`config.mk`:
```
export PLATFORM = sky130hd
export DESIGN_NAME = stack_unit
export DESIGN_NICKNAME = d
export VERILOG_FILES = /design/src/eforth1_pkg.sv /design/src/mem_io.sv /design/src/stack_unit.sv /design/src/stack_ctl.sv /design/src/stack_arb.sv /design/src/stack_ram.sv
export SDC_FILE = /design/constraint.sdc
export NUM_CORES = 1
export LEC_CHECK = 0
export ABC_AREA = 1
export BUFFER_PORTS_ARGS = -buffer_cell sky130_fd_sc_hd__clkbuf_2
export CORE_UTILIZATION = 45
export CTS_CLUSTER_DIAMETER = 120
export DETAILED_ROUTE_END_ITERATION = 16
export PLACE_DENSITY = 0.69
export SYNTH_ARGS = -nofsm -noshare
export SYNTH_HDL_FRONTEND = slang
export SYNTH_SLANG_ARGS = --single-unit
```
`constraint.sdc`:
```
create_clock -name ss_if -period 7.8 [get_ports ss_if]
set_input_delay 1.56 -clock ss_if [delete_from_list [all_inputs] [get_ports ss_if]]
set_output_delay 1.56 -clock ss_if [all_outputs]
set_load 0.01 [all_outputs]
```
`src/eforth1_pkg.sv`:
```
// eforth1 stack subsystem shared types
// stack operation codes, arbiter priority state and default word width
`default_nettype none

package eforth1_pkg;

    localparam int DSZ = 16;              // default stack word width

    // operation requested on a stack port
    typedef enum logic [1:0] {
        SS_NONE = 2'b00,                  // no-op, strobe ignored
        SS_PUSH = 2'b01,                  // push t onto stack
        SS_POP  = 2'b10                   // pop top into s
    } ss_op_e;

    // round-robin priority between the two stack controllers
    typedef enum logic {
        ARB_DS_FIRST = 1'b0,              // data stack wins a tie
        ARB_RS_FIRST = 1'b1               // return stack wins a tie
    } arb_state_e;

endpackage : eforth1_pkg

`default_nettype wire
```
`src/mem_io.sv`:
```
// memory request channel between one stack controller and the RAM arbiter
// req holds with stable we/addr/wdata until gnt, rdata follows a read by one cycle
`timescale 1ns/10ps
`default_nettype none

interface mem_io #(
    parameter int AW  = 5,                       // RAM address width
    parameter int DSZ = eforth1_pkg::DSZ         // word width
) ();
    logic           req;                         // access wanted this cycle
    logic           we;                          // write when high
    logic [AW-1:0]  addr;                        // RAM word address
    logic [DSZ-1:0] wdata;                       // word to write
    logic           gnt;                         // RAM does the access this cycle
    logic [DSZ-1:0] rdata;                       // read word, cycle after grant

    // controller side
    modport mst (
        output req, we, addr, wdata,
        input  gnt, rdata
    );

    // arbiter side
    modport slv (
        input  req, we, addr, wdata,
        output gnt, rdata
    );

endinterface : mem_io

`default_nettype wire

```
`src/stack_unit.sv`:
```
// forth stack unit, data stack plus return stack
// two controllers share one RAM through a round-robin arbiter
// data stack in the low half of the RAM, return stack in the high half
`timescale 1ns/10ps
`default_nettype none

module stack_unit #(
    parameter int DEPTH = 16,                    // words per stack
    parameter int DSZ   = eforth1_pkg::DSZ       // word width
) (
    input  wire logic                 ss_if,     // clock
    input  wire logic                 rst,       // sync reset, active high
    input  wire logic                 en,        // global strobe enable
    input  wire eforth1_pkg::ss_op_e  ds_op,
    input  wire logic [DSZ-1:0]       ds_t,
    input  wire eforth1_pkg::ss_op_e  rs_op,
    input  wire logic [DSZ-1:0]       rs_t,
    output logic [DSZ-1:0]            ds_s,
    output logic [DSZ-1:0]            rs_s,
    output logic                      ds_busy,
    output logic                      rs_busy,
    output logic                      ds_done,
    output logic                      rs_done,
    output logic                      ds_overflow,
    output logic                      rs_overflow,
    output logic                      ds_underflow,
    output logic                      rs_underflow,
    output logic [$clog2(DEPTH):0]    ds_depth,
    output logic [$clog2(DEPTH):0]    rs_depth
);

    localparam int AW = $clog2(2 * DEPTH);       // covers both stack regions

    logic           ram_en;
    logic           ram_we;
    logic [AW-1:0]  ram_addr;
    logic [DSZ-1:0] ram_wdata;
    logic [DSZ-1:0] ram_rdata;

    mem_io #(.AW(AW), .DSZ(DSZ)) ds_bus ();
    mem_io #(.AW(AW), .DSZ(DSZ)) rs_bus ();

    stack_ctl #(.DEPTH(DEPTH), .DSZ(DSZ), .AW(AW), .BASE(0)) ds_ctl_i (
        .ss_if     (ss_if),
        .rst       (rst),
        .en        (en),
        .op        (ds_op),
        .t         (ds_t),
        .bus       (ds_bus),
        .s         (ds_s),
        .busy      (ds_busy),
        .done      (ds_done),
        .overflow  (ds_overflow),
        .underflow (ds_underflow),
        .depth     (ds_depth)
    );

    stack_ctl #(.DEPTH(DEPTH), .DSZ(DSZ), .AW(AW), .BASE(DEPTH)) rs_ctl_i (
        .ss_if     (ss_if),
        .rst       (rst),
        .en        (en),
        .op        (rs_op),
        .t         (rs_t),
        .bus       (rs_bus),
        .s         (rs_s),
        .busy      (rs_busy),
        .done      (rs_done),
        .overflow  (rs_overflow),
        .underflow (rs_underflow),
        .depth     (rs_depth)
    );

    stack_arb #(.DSZ(DSZ), .AW(AW)) arb_i (
        .ss_if     (ss_if),
        .rst       (rst),
        .ds        (ds_bus),
        .rs        (rs_bus),
        .ram_en    (ram_en),
        .ram_we    (ram_we),
        .ram_addr  (ram_addr),
        .ram_wdata (ram_wdata),
        .ram_rdata (ram_rdata)
    );

    stack_ram #(.DSZ(DSZ), .AW(AW)) ram_i (
        .ss_if (ss_if),
        .en    (ram_en),
        .we    (ram_we),
        .addr  (ram_addr),
        .wdata (ram_wdata),
        .rdata (ram_rdata)
    );

endmodule : stack_unit

`default_nettype wire

```
`src/stack_ctl.sv`:
```
// single stack controller
// keeps count and sticky error flags, sequences push/pop through the RAM arbiter
// top of stack lives at BASE + count - 1
`timescale 1ns/10ps
`default_nettype none

module stack_ctl #(
    parameter int DEPTH = 16,                    // words in this stack
    parameter int DSZ   = eforth1_pkg::DSZ,      // word width
    parameter int AW    = 5,                     // RAM address width
    parameter int BASE  = 0                      // first RAM word of this stack
) (
    input  wire logic                   ss_if,   // clock
    input  wire logic                   rst,     // sync reset, active high
    input  wire logic                   en,      // global strobe enable
    input  wire eforth1_pkg::ss_op_e    op,      // requested operation
    input  wire logic [DSZ-1:0]         t,       // value to push
    mem_io.mst                          bus,     // request channel to arbiter
    output logic [DSZ-1:0]              s,       // last popped value
    output logic                        busy,
    output logic                        done,
    output logic                        overflow,   // sticky, push when full
    output logic                        underflow,  // sticky, pop when empty
    output logic [$clog2(DEPTH):0]      depth       // entries held
);

    localparam int CW = $clog2(DEPTH) + 1;       // count width, holds 0..DEPTH

    typedef enum logic [1:0] {
        ST_IDLE  = 2'd0,                         // waiting for a strobe
        ST_REQ   = 2'd1,                         // req up, waiting for gnt
        ST_RWAIT = 2'd2,                         // RAM read data in flight
        ST_FIN   = 2'd3                          // done pulse
    } ctl_state_e;

    ctl_state_e           state;
    eforth1_pkg::ss_op_e  op_q;                  // operation held for the sequence
    logic [CW-1:0]        count;
    logic [CW-1:0]        ptr;                   // stack slot touched by op_q
    logic [DSZ-1:0]       t_q;                   // push payload
    logic                 strobe;
    logic                 full;
    logic                 empty;

    // a strobe only counts while idle and enabled
    assign strobe = en && (state == ST_IDLE) && (op != eforth1_pkg::SS_NONE);
    assign full   = (count == CW'(DEPTH));
    assign empty  = (count == '0);

    // push goes one above top, pop reads the top
    assign ptr = (op_q == eforth1_pkg::SS_PUSH) ? count : count - 1'b1;

    assign bus.req   = (state == ST_REQ);
    assign bus.we    = (op_q == eforth1_pkg::SS_PUSH);
    assign bus.addr  = AW'(BASE) + AW'(ptr);     // offset into this stack's half
    assign bus.wdata = t_q;

    assign busy  = (state != ST_IDLE);           // strobe cycle excluded, done cycle included
    assign done  = (state == ST_FIN);
    assign depth = count;

    always_ff @(posedge ss_if) begin
        if (rst) begin
            state     <= ST_IDLE;
            op_q      <= eforth1_pkg::SS_NONE;
            count     <= '0;
            overflow  <= 1'b0;
            underflow <= 1'b0;
            s         <= '0;
        end else begin
            case (state)
                ST_IDLE: begin
                    if (strobe) begin
                        op_q <= op;
                        if (op == eforth1_pkg::SS_PUSH && full) begin
                            overflow <= 1'b1;            // no RAM access
                            state    <= ST_FIN;
                        end else if (op != eforth1_pkg::SS_PUSH && empty) begin
                            underflow <= 1'b1;           // s left as is
                            state     <= ST_FIN;
                        end else begin
                            state <= ST_REQ;
                        end
                    end
                end
                ST_REQ: begin
                    if (bus.gnt) begin
                        if (op_q == eforth1_pkg::SS_PUSH) begin
                            count <= count + 1'b1;       // RAM writes on this edge
                            state <= ST_FIN;
                        end else begin
                            count <= count - 1'b1;
                            state <= ST_RWAIT;           // RAM registers read data
                        end
                    end
                end
                ST_RWAIT: begin
                    s     <= bus.rdata;                  // only valid here
                    state <= ST_FIN;
                end
                ST_FIN: begin
                    state <= ST_IDLE;
                end
                default: begin
                    state <= ST_IDLE;
                end
            endcase
        end
    end

    // payload only sampled on a strobe
    always_ff @(posedge ss_if) begin
        if (strobe) begin
            t_q <= t;
        end
    end

    // arbiter must not withdraw a request it has not granted
    a_req_held: assert property (@(posedge ss_if) disable iff (rst)
        bus.req && !bus.gnt |=> bus.req)
        else $error("stack_ctl base %0d: req dropped without gnt", BASE);

    a_depth_max: assert property (@(posedge ss_if) disable iff (rst)
        count <= CW'(DEPTH))
        else $error("stack_ctl base %0d: depth %0d above %0d", BASE, count, DEPTH);

endmodule : stack_ctl

`default_nettype wire

```
`src/stack_arb.sv`:
```
// round-robin arbiter for the shared stack RAM
// grants one controller per cycle, a lone requester wins at once
`timescale 1ns/10ps
`default_nettype none

module stack_arb #(
    parameter int DSZ = eforth1_pkg::DSZ,        // word width
    parameter int AW  = 5                        // RAM address width
) (
    input  wire logic            ss_if,          // clock
    input  wire logic            rst,            // sync reset, active high
    mem_io.slv                   ds,             // data stack controller
    mem_io.slv                   rs,             // return stack controller
    output logic                 ram_en,
    output logic                 ram_we,
    output logic [AW-1:0]        ram_addr,
    output logic [DSZ-1:0]       ram_wdata,
    input  wire logic [DSZ-1:0]  ram_rdata
);

    eforth1_pkg::arb_state_e prio;               // who wins a tie
    logic ds_win;
    logic rs_win;

    assign ds_win = ds.req && (!rs.req || prio == eforth1_pkg::ARB_DS_FIRST);
    assign rs_win = rs.req && !ds_win;

    assign ds.gnt = ds_win;
    assign rs.gnt = rs_win;

    // both sides see the read word, each picks it up in its own read-wait
    assign ds.rdata = ram_rdata;
    assign rs.rdata = ram_rdata;

    // steer granted port onto the RAM
    always_comb begin
        ram_en    = ds_win || rs_win;
        ram_we    = 1'b0;
        ram_addr  = '0;
        ram_wdata = '0;
        if (ds_win) begin
            ram_we    = ds.we;
            ram_addr  = ds.addr;
            ram_wdata = ds.wdata;
        end else if (rs_win) begin
            ram_we    = rs.we;
            ram_addr  = rs.addr;
            ram_wdata = rs.wdata;
        end
    end

    // priority flips only when both asked
    always_ff @(posedge ss_if) begin
        if (rst) begin
            prio <= eforth1_pkg::ARB_DS_FIRST;
        end else if (ds.req && rs.req) begin
            prio <= ds_win ? eforth1_pkg::ARB_RS_FIRST : eforth1_pkg::ARB_DS_FIRST;
        end
    end

    // loser of a tie still asks and wins the next cycle
    a_ds_wait: assert property (@(posedge ss_if) disable iff (rst)
        ds.req && !ds.gnt |=> ds.gnt)
        else $error("stack_arb: data stack request waited more than one cycle");

    a_rs_wait: assert property (@(posedge ss_if) disable iff (rst)
        rs.req && !rs.gnt |=> rs.gnt)
        else $error("stack_arb: return stack request waited more than one cycle");

endmodule : stack_arb

`default_nettype wire

```
`src/stack_ram.sv`:
```
// single-port synchronous stack memory
// registered read, a write leaves the read register alone
`timescale 1ns/10ps
`default_nettype none

module stack_ram #(
    parameter int DSZ = eforth1_pkg::DSZ,        // word width
    parameter int AW  = 5                        // address width
) (
    input  wire logic            ss_if,          // clock
    input  wire logic            en,             // access this cycle
    input  wire logic            we,             // write, else read
    input  wire logic [AW-1:0]   addr,
    input  wire logic [DSZ-1:0]  wdata,
    output logic [DSZ-1:0]       rdata           // one cycle after a read
);

    logic [DSZ-1:0] mem [2**AW];                 // both stacks, ds low half, rs high

    always_ff @(posedge ss_if) begin
        if (en) begin
            if (we) begin
                mem[addr] <= wdata;
            end else begin
                rdata <= mem[addr];
            end
        end
    end

endmodule : stack_ram

`default_nettype wire

```
Word level (Yosys, flattened, before mapping). Memories as Yosys holds them, arrays and structs flattened. A register that Yosys moved wholly into a read port is not among the register bits. Cells that the tools add are included.

Input port bits: 39. Register bits: 87. Memory bits (writable): 512. Memory bits (read-only): 0. Output and inout bits: 50. Memories kept: 1. Word-level logic and storage cells: 103. Bits in latches: 0.

Memories: ram_i.mem (depth 32, bits a word 16, read ports 1, clocked after Yosys merged registers in 1, wr ports 1, RTL line stack_ram.sv:18) `logic [DSZ-1:0] mem [2**AW];`.

$mul: 0. Equality and inequality tests: 18. Add/sub/neg operators: 5. Reduce and logical (&&, ||, !) cells: 34. Magnitude comparators: 0. Divide/modulo/power cells: 0. Shift-type cells: 0. Bitwise logic cells: 4. Muxes and demuxes: 26.

Operators by type and width (number): 2-to-1 mux 16 bit (2); 2-to-1 mux 5 bit (6); 2-to-1 mux 2 bit (8); case mux 2 bit (4 select lines) (2); AND reduction 2 bit (7); == test 2 x 1 -> 1 bit, second input constant (6); logical AND 1 bit (11); adder 5 x 1 -> 5 bit, second input constant (2); == test 5 bit, second input constant (2); logical NOT 5 bit (2); subtractor 5 x 1 -> 5 bit, second input constant (2); == test 2 bit, second input constant (4); 2-to-1 mux 1 bit (8); != test 2 x 1 -> 1 bit, second input constant (4); AND reduction 4 bit (2); nonzero test 2 bit (4); AND reduction 3 bit (2); adder 5 bit, first input constant (1); logical NOT 2 bit (2); != test 2 bit, second input constant (2); inverter 1 bit (4); logical NOT 1 bit (2); logical OR 1 bit (2).

Longest topological paths before layout.
Depth after elaboration: 11. Depth in mapped cells: 18. Depth with buffers taken out: 16.

Cells and area by module. A second synthesis with hierarchy kept.

Cells, all modules: 2610. Area, all modules: 26581.7 µm².

Modules (own cells, without submodules): stack_ram (times used 1, sequential area each 15855.2 µm², area each 22063.7 µm², cells an instance 2078); stack_ctl at rs_ctl_i (times used 1, sequential area each 1021.0 µm², area each 1846.8 µm², cells an instance 206); stack_ctl at ds_ctl_i (times used 1, sequential area each 1021.0 µm², area each 1834.3 µm², cells an instance 206); stack_arb (times used 1, sequential area each 20.0 µm², area each 837.1 µm², cells an instance 120).

Least setup slack after synthesis. Ideal clock, no wire load.

Path kind: in2reg. Start point: in ds_op[0]. End point: reg ds_ctl_i.state[0]. Stages on the path: 5. Path slack: 4327 ps. Required time: 7729 ps. Data arrival time: 3403 ps. Cells stage by stage: inv_1 > a21oi_1 > o21ai_0 > a31o_2 > a21oi_1.

Elaborated cells on any way between the ends: 9. Those cells by class: eq/ne: 2; mux: 3; reduce/logical: 4.

RTL lines: start: declaration (RTL line stack_unit.sv:14) `input wire eforth1_pkg::ss_op_e ds_op,`; nonzero test 2 bit (RTL line stack_ctl.sv:46) `assign strobe = en && (state == ST_IDLE) && (op != eforth1_pkg::SS_NONE);`; logical AND 1 bit (RTL line stack_ctl.sv:46); via ds_ctl_i.strobe (RTL line stack_ctl.sv:41) `logic strobe;`; != test 2 x 1 -> 1 bit (no line); AND reduction 2 bit (no line); end signal: assignment (RTL line stack_ctl.sv:64) `state <= ST_IDLE;`; end signal: assignment (RTL line stack_ctl.sv:77) `state <= ST_FIN;`; end signal: assignment (RTL line stack_ctl.sv:80) `state <= ST_FIN;`; end: declaration (RTL line stack_ctl.sv:36) `ctl_state_e state;`.

The timed path passes the listed nets, and every way through them passes these cells. The select of a mux whose other input is x is not followed. A chain may end at the register's enable or synchronous reset.

Worst setup path in the final report.
Start point: reg ds_ctl_i.op_q[1]. End point: mem ram_i.mem[20][10], enable pin.

Cells in the longest elaborated chain, start to end: 5. Elaborated cells on any way between the ends: 7. Those cells by class: eq/ne: 1; mux: 6.

Ends and longest elaborated chain: start: declaration (RTL line stack_ctl.sv:37) `eforth1_pkg::ss_op_e op_q;`; start signal: assignment (RTL line stack_ctl.sv:65) `op_q <= eforth1_pkg::SS_NONE;`; start signal: assignment (RTL line stack_ctl.sv:74) `op_q <= op;`; == test 2 x 1 -> 1 bit (*) (RTL line stack_ctl.sv:51, stack_ctl.sv:54); 2-to-1 mux 1 bit (RTL line stack_arb.sv:41) `if (ds_win) begin`; 2-to-1 mux 1 bit (RTL line stack_ram.sv:22) `if (we) begin`; 2-to-1 mux 1 bit (RTL line stack_ram.sv:21) `if (en) begin`; 2-to-1 mux 1 bit (not written as such) (RTL line stack_ram.sv:23) `mem[addr] <= wdata;`; end: declaration (RTL line stack_ram.sv:18).

Every way passes the cells marked *; elsewhere a longest branch is shown, timed or not.

==> flow_metrics.py <==
metrics = {
    "placed_design": {
        "hpwl_um": 39700,
        "place_inst": 3383,
        "gp_congestion": 0.942,
        "post_dp_cell_area_mm2": 0.0276,
        "io_buffers": 88,
        "place_ws_ns": 2.76,
    },
    "synth": {
        "synth_area_leaders": "edfxtp_1, nand2_1, nand3_1",
        "synth_nets": 2702,
        "synthXorXnorAreaFrac_pct": 0,
        "yosys_warnings": 0,
        "ys_seq_area_share_pct": 67.2,
        "synthCells": 2643,
        "yosys.area_share.simple_pct": 25.6,
        "synth_cell_types": 31,
        "synth_compound_area_share_pct": 2.52,
        "synth_top_area_share_pct": 63.1,
        "netlist_area_mm2": 0.0267,
        "syn_area_per_cell_um2": 10.1,
        "synth_top_cell_by_area": "edfxtp_1",
        "synthMuxAreaShare_pct": 0,
        "synth_top_family_by_area": "simple AND/OR/NAND/NOR gates",
        "synth_adder_area_share_pct": 0.939,
        "ys_seq_elements": 615,
    },
    "setup_path": {
        "rr_startpoint": "ds_ctl_i.op_q[1]$_SDFFE_PP0P_",
        "cp-start-kind": "flip-flop",
        "crit_required_ns": 8.03,
        "reg2reg_to": "ram_i.mem[20][10]$_DFFE_PP_",
        "crit_end": "ram_i.mem[20][10]$_DFFE_PP_",
        "r2r_slack_ns": 2.61,
        "startpoint": "ds_ctl_i.op_q[1]$_SDFFE_PP0P_",
        "worstSetupEndpointType": "flip-flop",
        "critPathMaxFanout": 127,
        "worstPathArrival_ns": 5.42,
        "r2r_cells": 7,
        "path_class": "reg -> reg",
    },
    "flow_run": {
        "max_cap_viol_count": 0,
    },
    "final_layout": {
        "nFillCells": 5134,
        "final_layout_size_suffix_gt1_share_pct": 9.07,
        "multi_input_area_mm2": 0.00779,
        "final_cells": 3498,
        "nNetsFinal": 2740,
        "design_area_mm2": 0.0296,
        "mostFrequentLayoutCells": "nand2_1, edfxtp_1, nand3_1, nor2_1, clkbuf_2",
        "diodes": 0,
        "register_area_mm2": 0.0179,
        "areaGrowthSynthToFinish_pct": 11.1,
        "post-route-util_pct": 51.0,
        "layout_commonest_cell": "nand2_1",
    },
    "route": {
        "firstDrtPassIters": 6,
        "first_iter_violations": 2303,
        "vias": 19387,
        "wl_per_cell_um": 19.7,
        "totalWireLength_um": 69100,
        "drc": 0,
        "ant_nets": 0,
        "via_per_inst": 5.54,
    },
    "sta": {
        "maxSlewHeadroom_pct": 4.50,
        "hold_violations": 0,
        "drv_slew": 0,
        "setup_viol": 0,
        "fin_skew_ns": 0.0327,
        "rsz0062_at_grt": "no",
        "worst_slew_pin_slew_ns": 1.43,
        "fin_crit_ns": 5.19,
        "setup_ws_ns": 2.61,
        "post-route-period-util_pct": 66.6,
        "max_freq_mhz": 193,
        "tns_ns": 0,
    },
    "die": {
        "initial_core_util_pct": 45.9,
        "die_x_um": 245,
        "io_pins": 89,
        "die_area_mm2": 0.0602,
        "core_area_mm2": 0.0581,
        "fp-row-count": 88,
        "fp.dieH_um": 245,
    },
    "hold_path": {
        "hold_class": "reg -> reg",
        "min_from": "rs_ctl_i.underflow$_SDFFE_PP0P_",
    },
    "pwr": {
        "leakage_nw": 12.4,
        "vdd_ir_drop_max_v": 0.000450,
        "power_density_mw_per_mm2": 437,
    },
    "clock_tree": {
        "cts-buffers-inserted": 61,
        "clock-root-buffer": "clkbuf_16",
        "cts_sinks": 615,
        "cts_tree": "yes",
        "clock_path_buffers": 3,
        "postCtsSetupBuffers": 0,
        "cts_hold_buffers": 0,
        "path_clk_slew_ns": 0.06,
        "clock_latency_ns": 0.64,
        "cts_htree_levels": 2,
        "cts.repair.resized": 0,
    },
    "grt": {
        "grt_pass1_vias": 18143,
        "grt_start_max_net_pins": 128,
        "grt_util_all_layers_pct": 22.7,
        "grt_pass1_wl_um": 105000,
        "gr-total-overflow": 0,
        "antenna_found_initial": 3,
    },
    "outcome": {
        "status": "completed",
    },
}
layout make-up:
cell class | instances | area share [%]
Clock buffer | 79 | 5.77
Clock inverter | 36 | 0.933
Inverter | 52 | 0.667
Multi-Input combinational cell | 1818 | 26.3
Sequential cell | 615 | 60.5
Tap cell | 765 | 3.23
Timing Repair Buffer | 133 | 2.63
metal layers:
layer	routed length (um)	global-route usage (%)
met1	28500	31.4
met5	13	0
met4	2080	8.04
met2	32000	35.9
met3	6470	4.10
power by group:
part           internal (W)  switching [W]
sequential          0.00419       0.000110
clock               0.00164        0.00125
combinational       0.00139        0.00437
total               0.00723        0.00572
synthesized netlist by cell type:
cell type / n
a31o_2: 1
nand3_2: 2
buf_2: 63
o31ai_1: 1
buf_6: 12
nand2_1: 1206
o21ai_2: 1
clkinv_1: 1
a21oi_1: 24
nand3_1: 347
nor3_1: 5
nand3b_1: 2
edfxtp_1: 560
nor2_1: 117
o221ai_1: 2
nand4_1: 3
o22ai_1: 2
a211oi_1: 5
a31oi_1: 2
buf_1: 11
a21oi_4: 1
inv_2: 4
inv_1: 47
a22o_1: 16
o21ai_0: 52
ha_1: 20
dfxtp_1: 55
buf_4: 14
clkbuf_1: 58
nand2_2: 5
o211ai_1: 4
worst min path at each step:
stage               slack, ns                              end  cells after the start
floorplan                0.45    rs_ctl_i.op_q[1]$_SDFFE_PP0P_                      2
finish                   0.48  rs_ctl_i.underflow$_SDFFE_PP0P_                      2
global route             0.52       ds_ctl_i.s[8]$_SDFFE_PP0N_                      2
detailed placement       0.46  rs_ctl_i.underflow$_SDFFE_PP0P_                      2
CTS                      0.48  rs_ctl_i.underflow$_SDFFE_PP0P_                      2
global placement         0.45  ds_ctl_i.underflow$_SDFFE_PP0P_                      2
logic make-up after synthesis:
family                   after synthesis
AND/OR/NAND/NOR                     1687
buffers and inverters                210
AO/OA/AOI/OAI                        111
adder cells (fa/ha/maj)               20
flip-flops                           615
registers in the layout (all words and copies together) (netlist names):
signal,flops
ds_ctl_i.depth,5
ds_ctl_i.underflow,1
ds_ctl_i.op_q,2
ram_i.mem,512
ds_ctl_i.bus.wdata,16
rs_ctl_i.op_q,2
rs_ctl_i.depth,5
rs_ctl_i.underflow,1
rs_ctl_i.state,2
ds_ctl_i.overflow,1
arb_i.prio,1
rs_ctl_i.overflow,1
ds_ctl_i.s,16
rs_ctl_i.s,16
ds_ctl_i.state,2
ram_i.rdata,16
rs_ctl_i.bus.wdata,16
through the flow:
stage	hold slack, ns	total power [W]
floorplan	0.448	0.00816
global placement	0.450	0.00991
detailed placement	0.464	0.00997
CTS	0.482	0.0129
global route	0.522	0.0137
finish	0.483	0.0130
worst max-delay path, cell delays in order, from the launching register on:
cell and delay (ns):
dfxtp_1 0.31, inv_1 0.07, nand2_1 0.23, ha_1 0.42, nand3_4 0.69, nand2_8 0.97, nand3_1 0.76, nor2_1 1.23
Power figures use the tool's default switching activity.
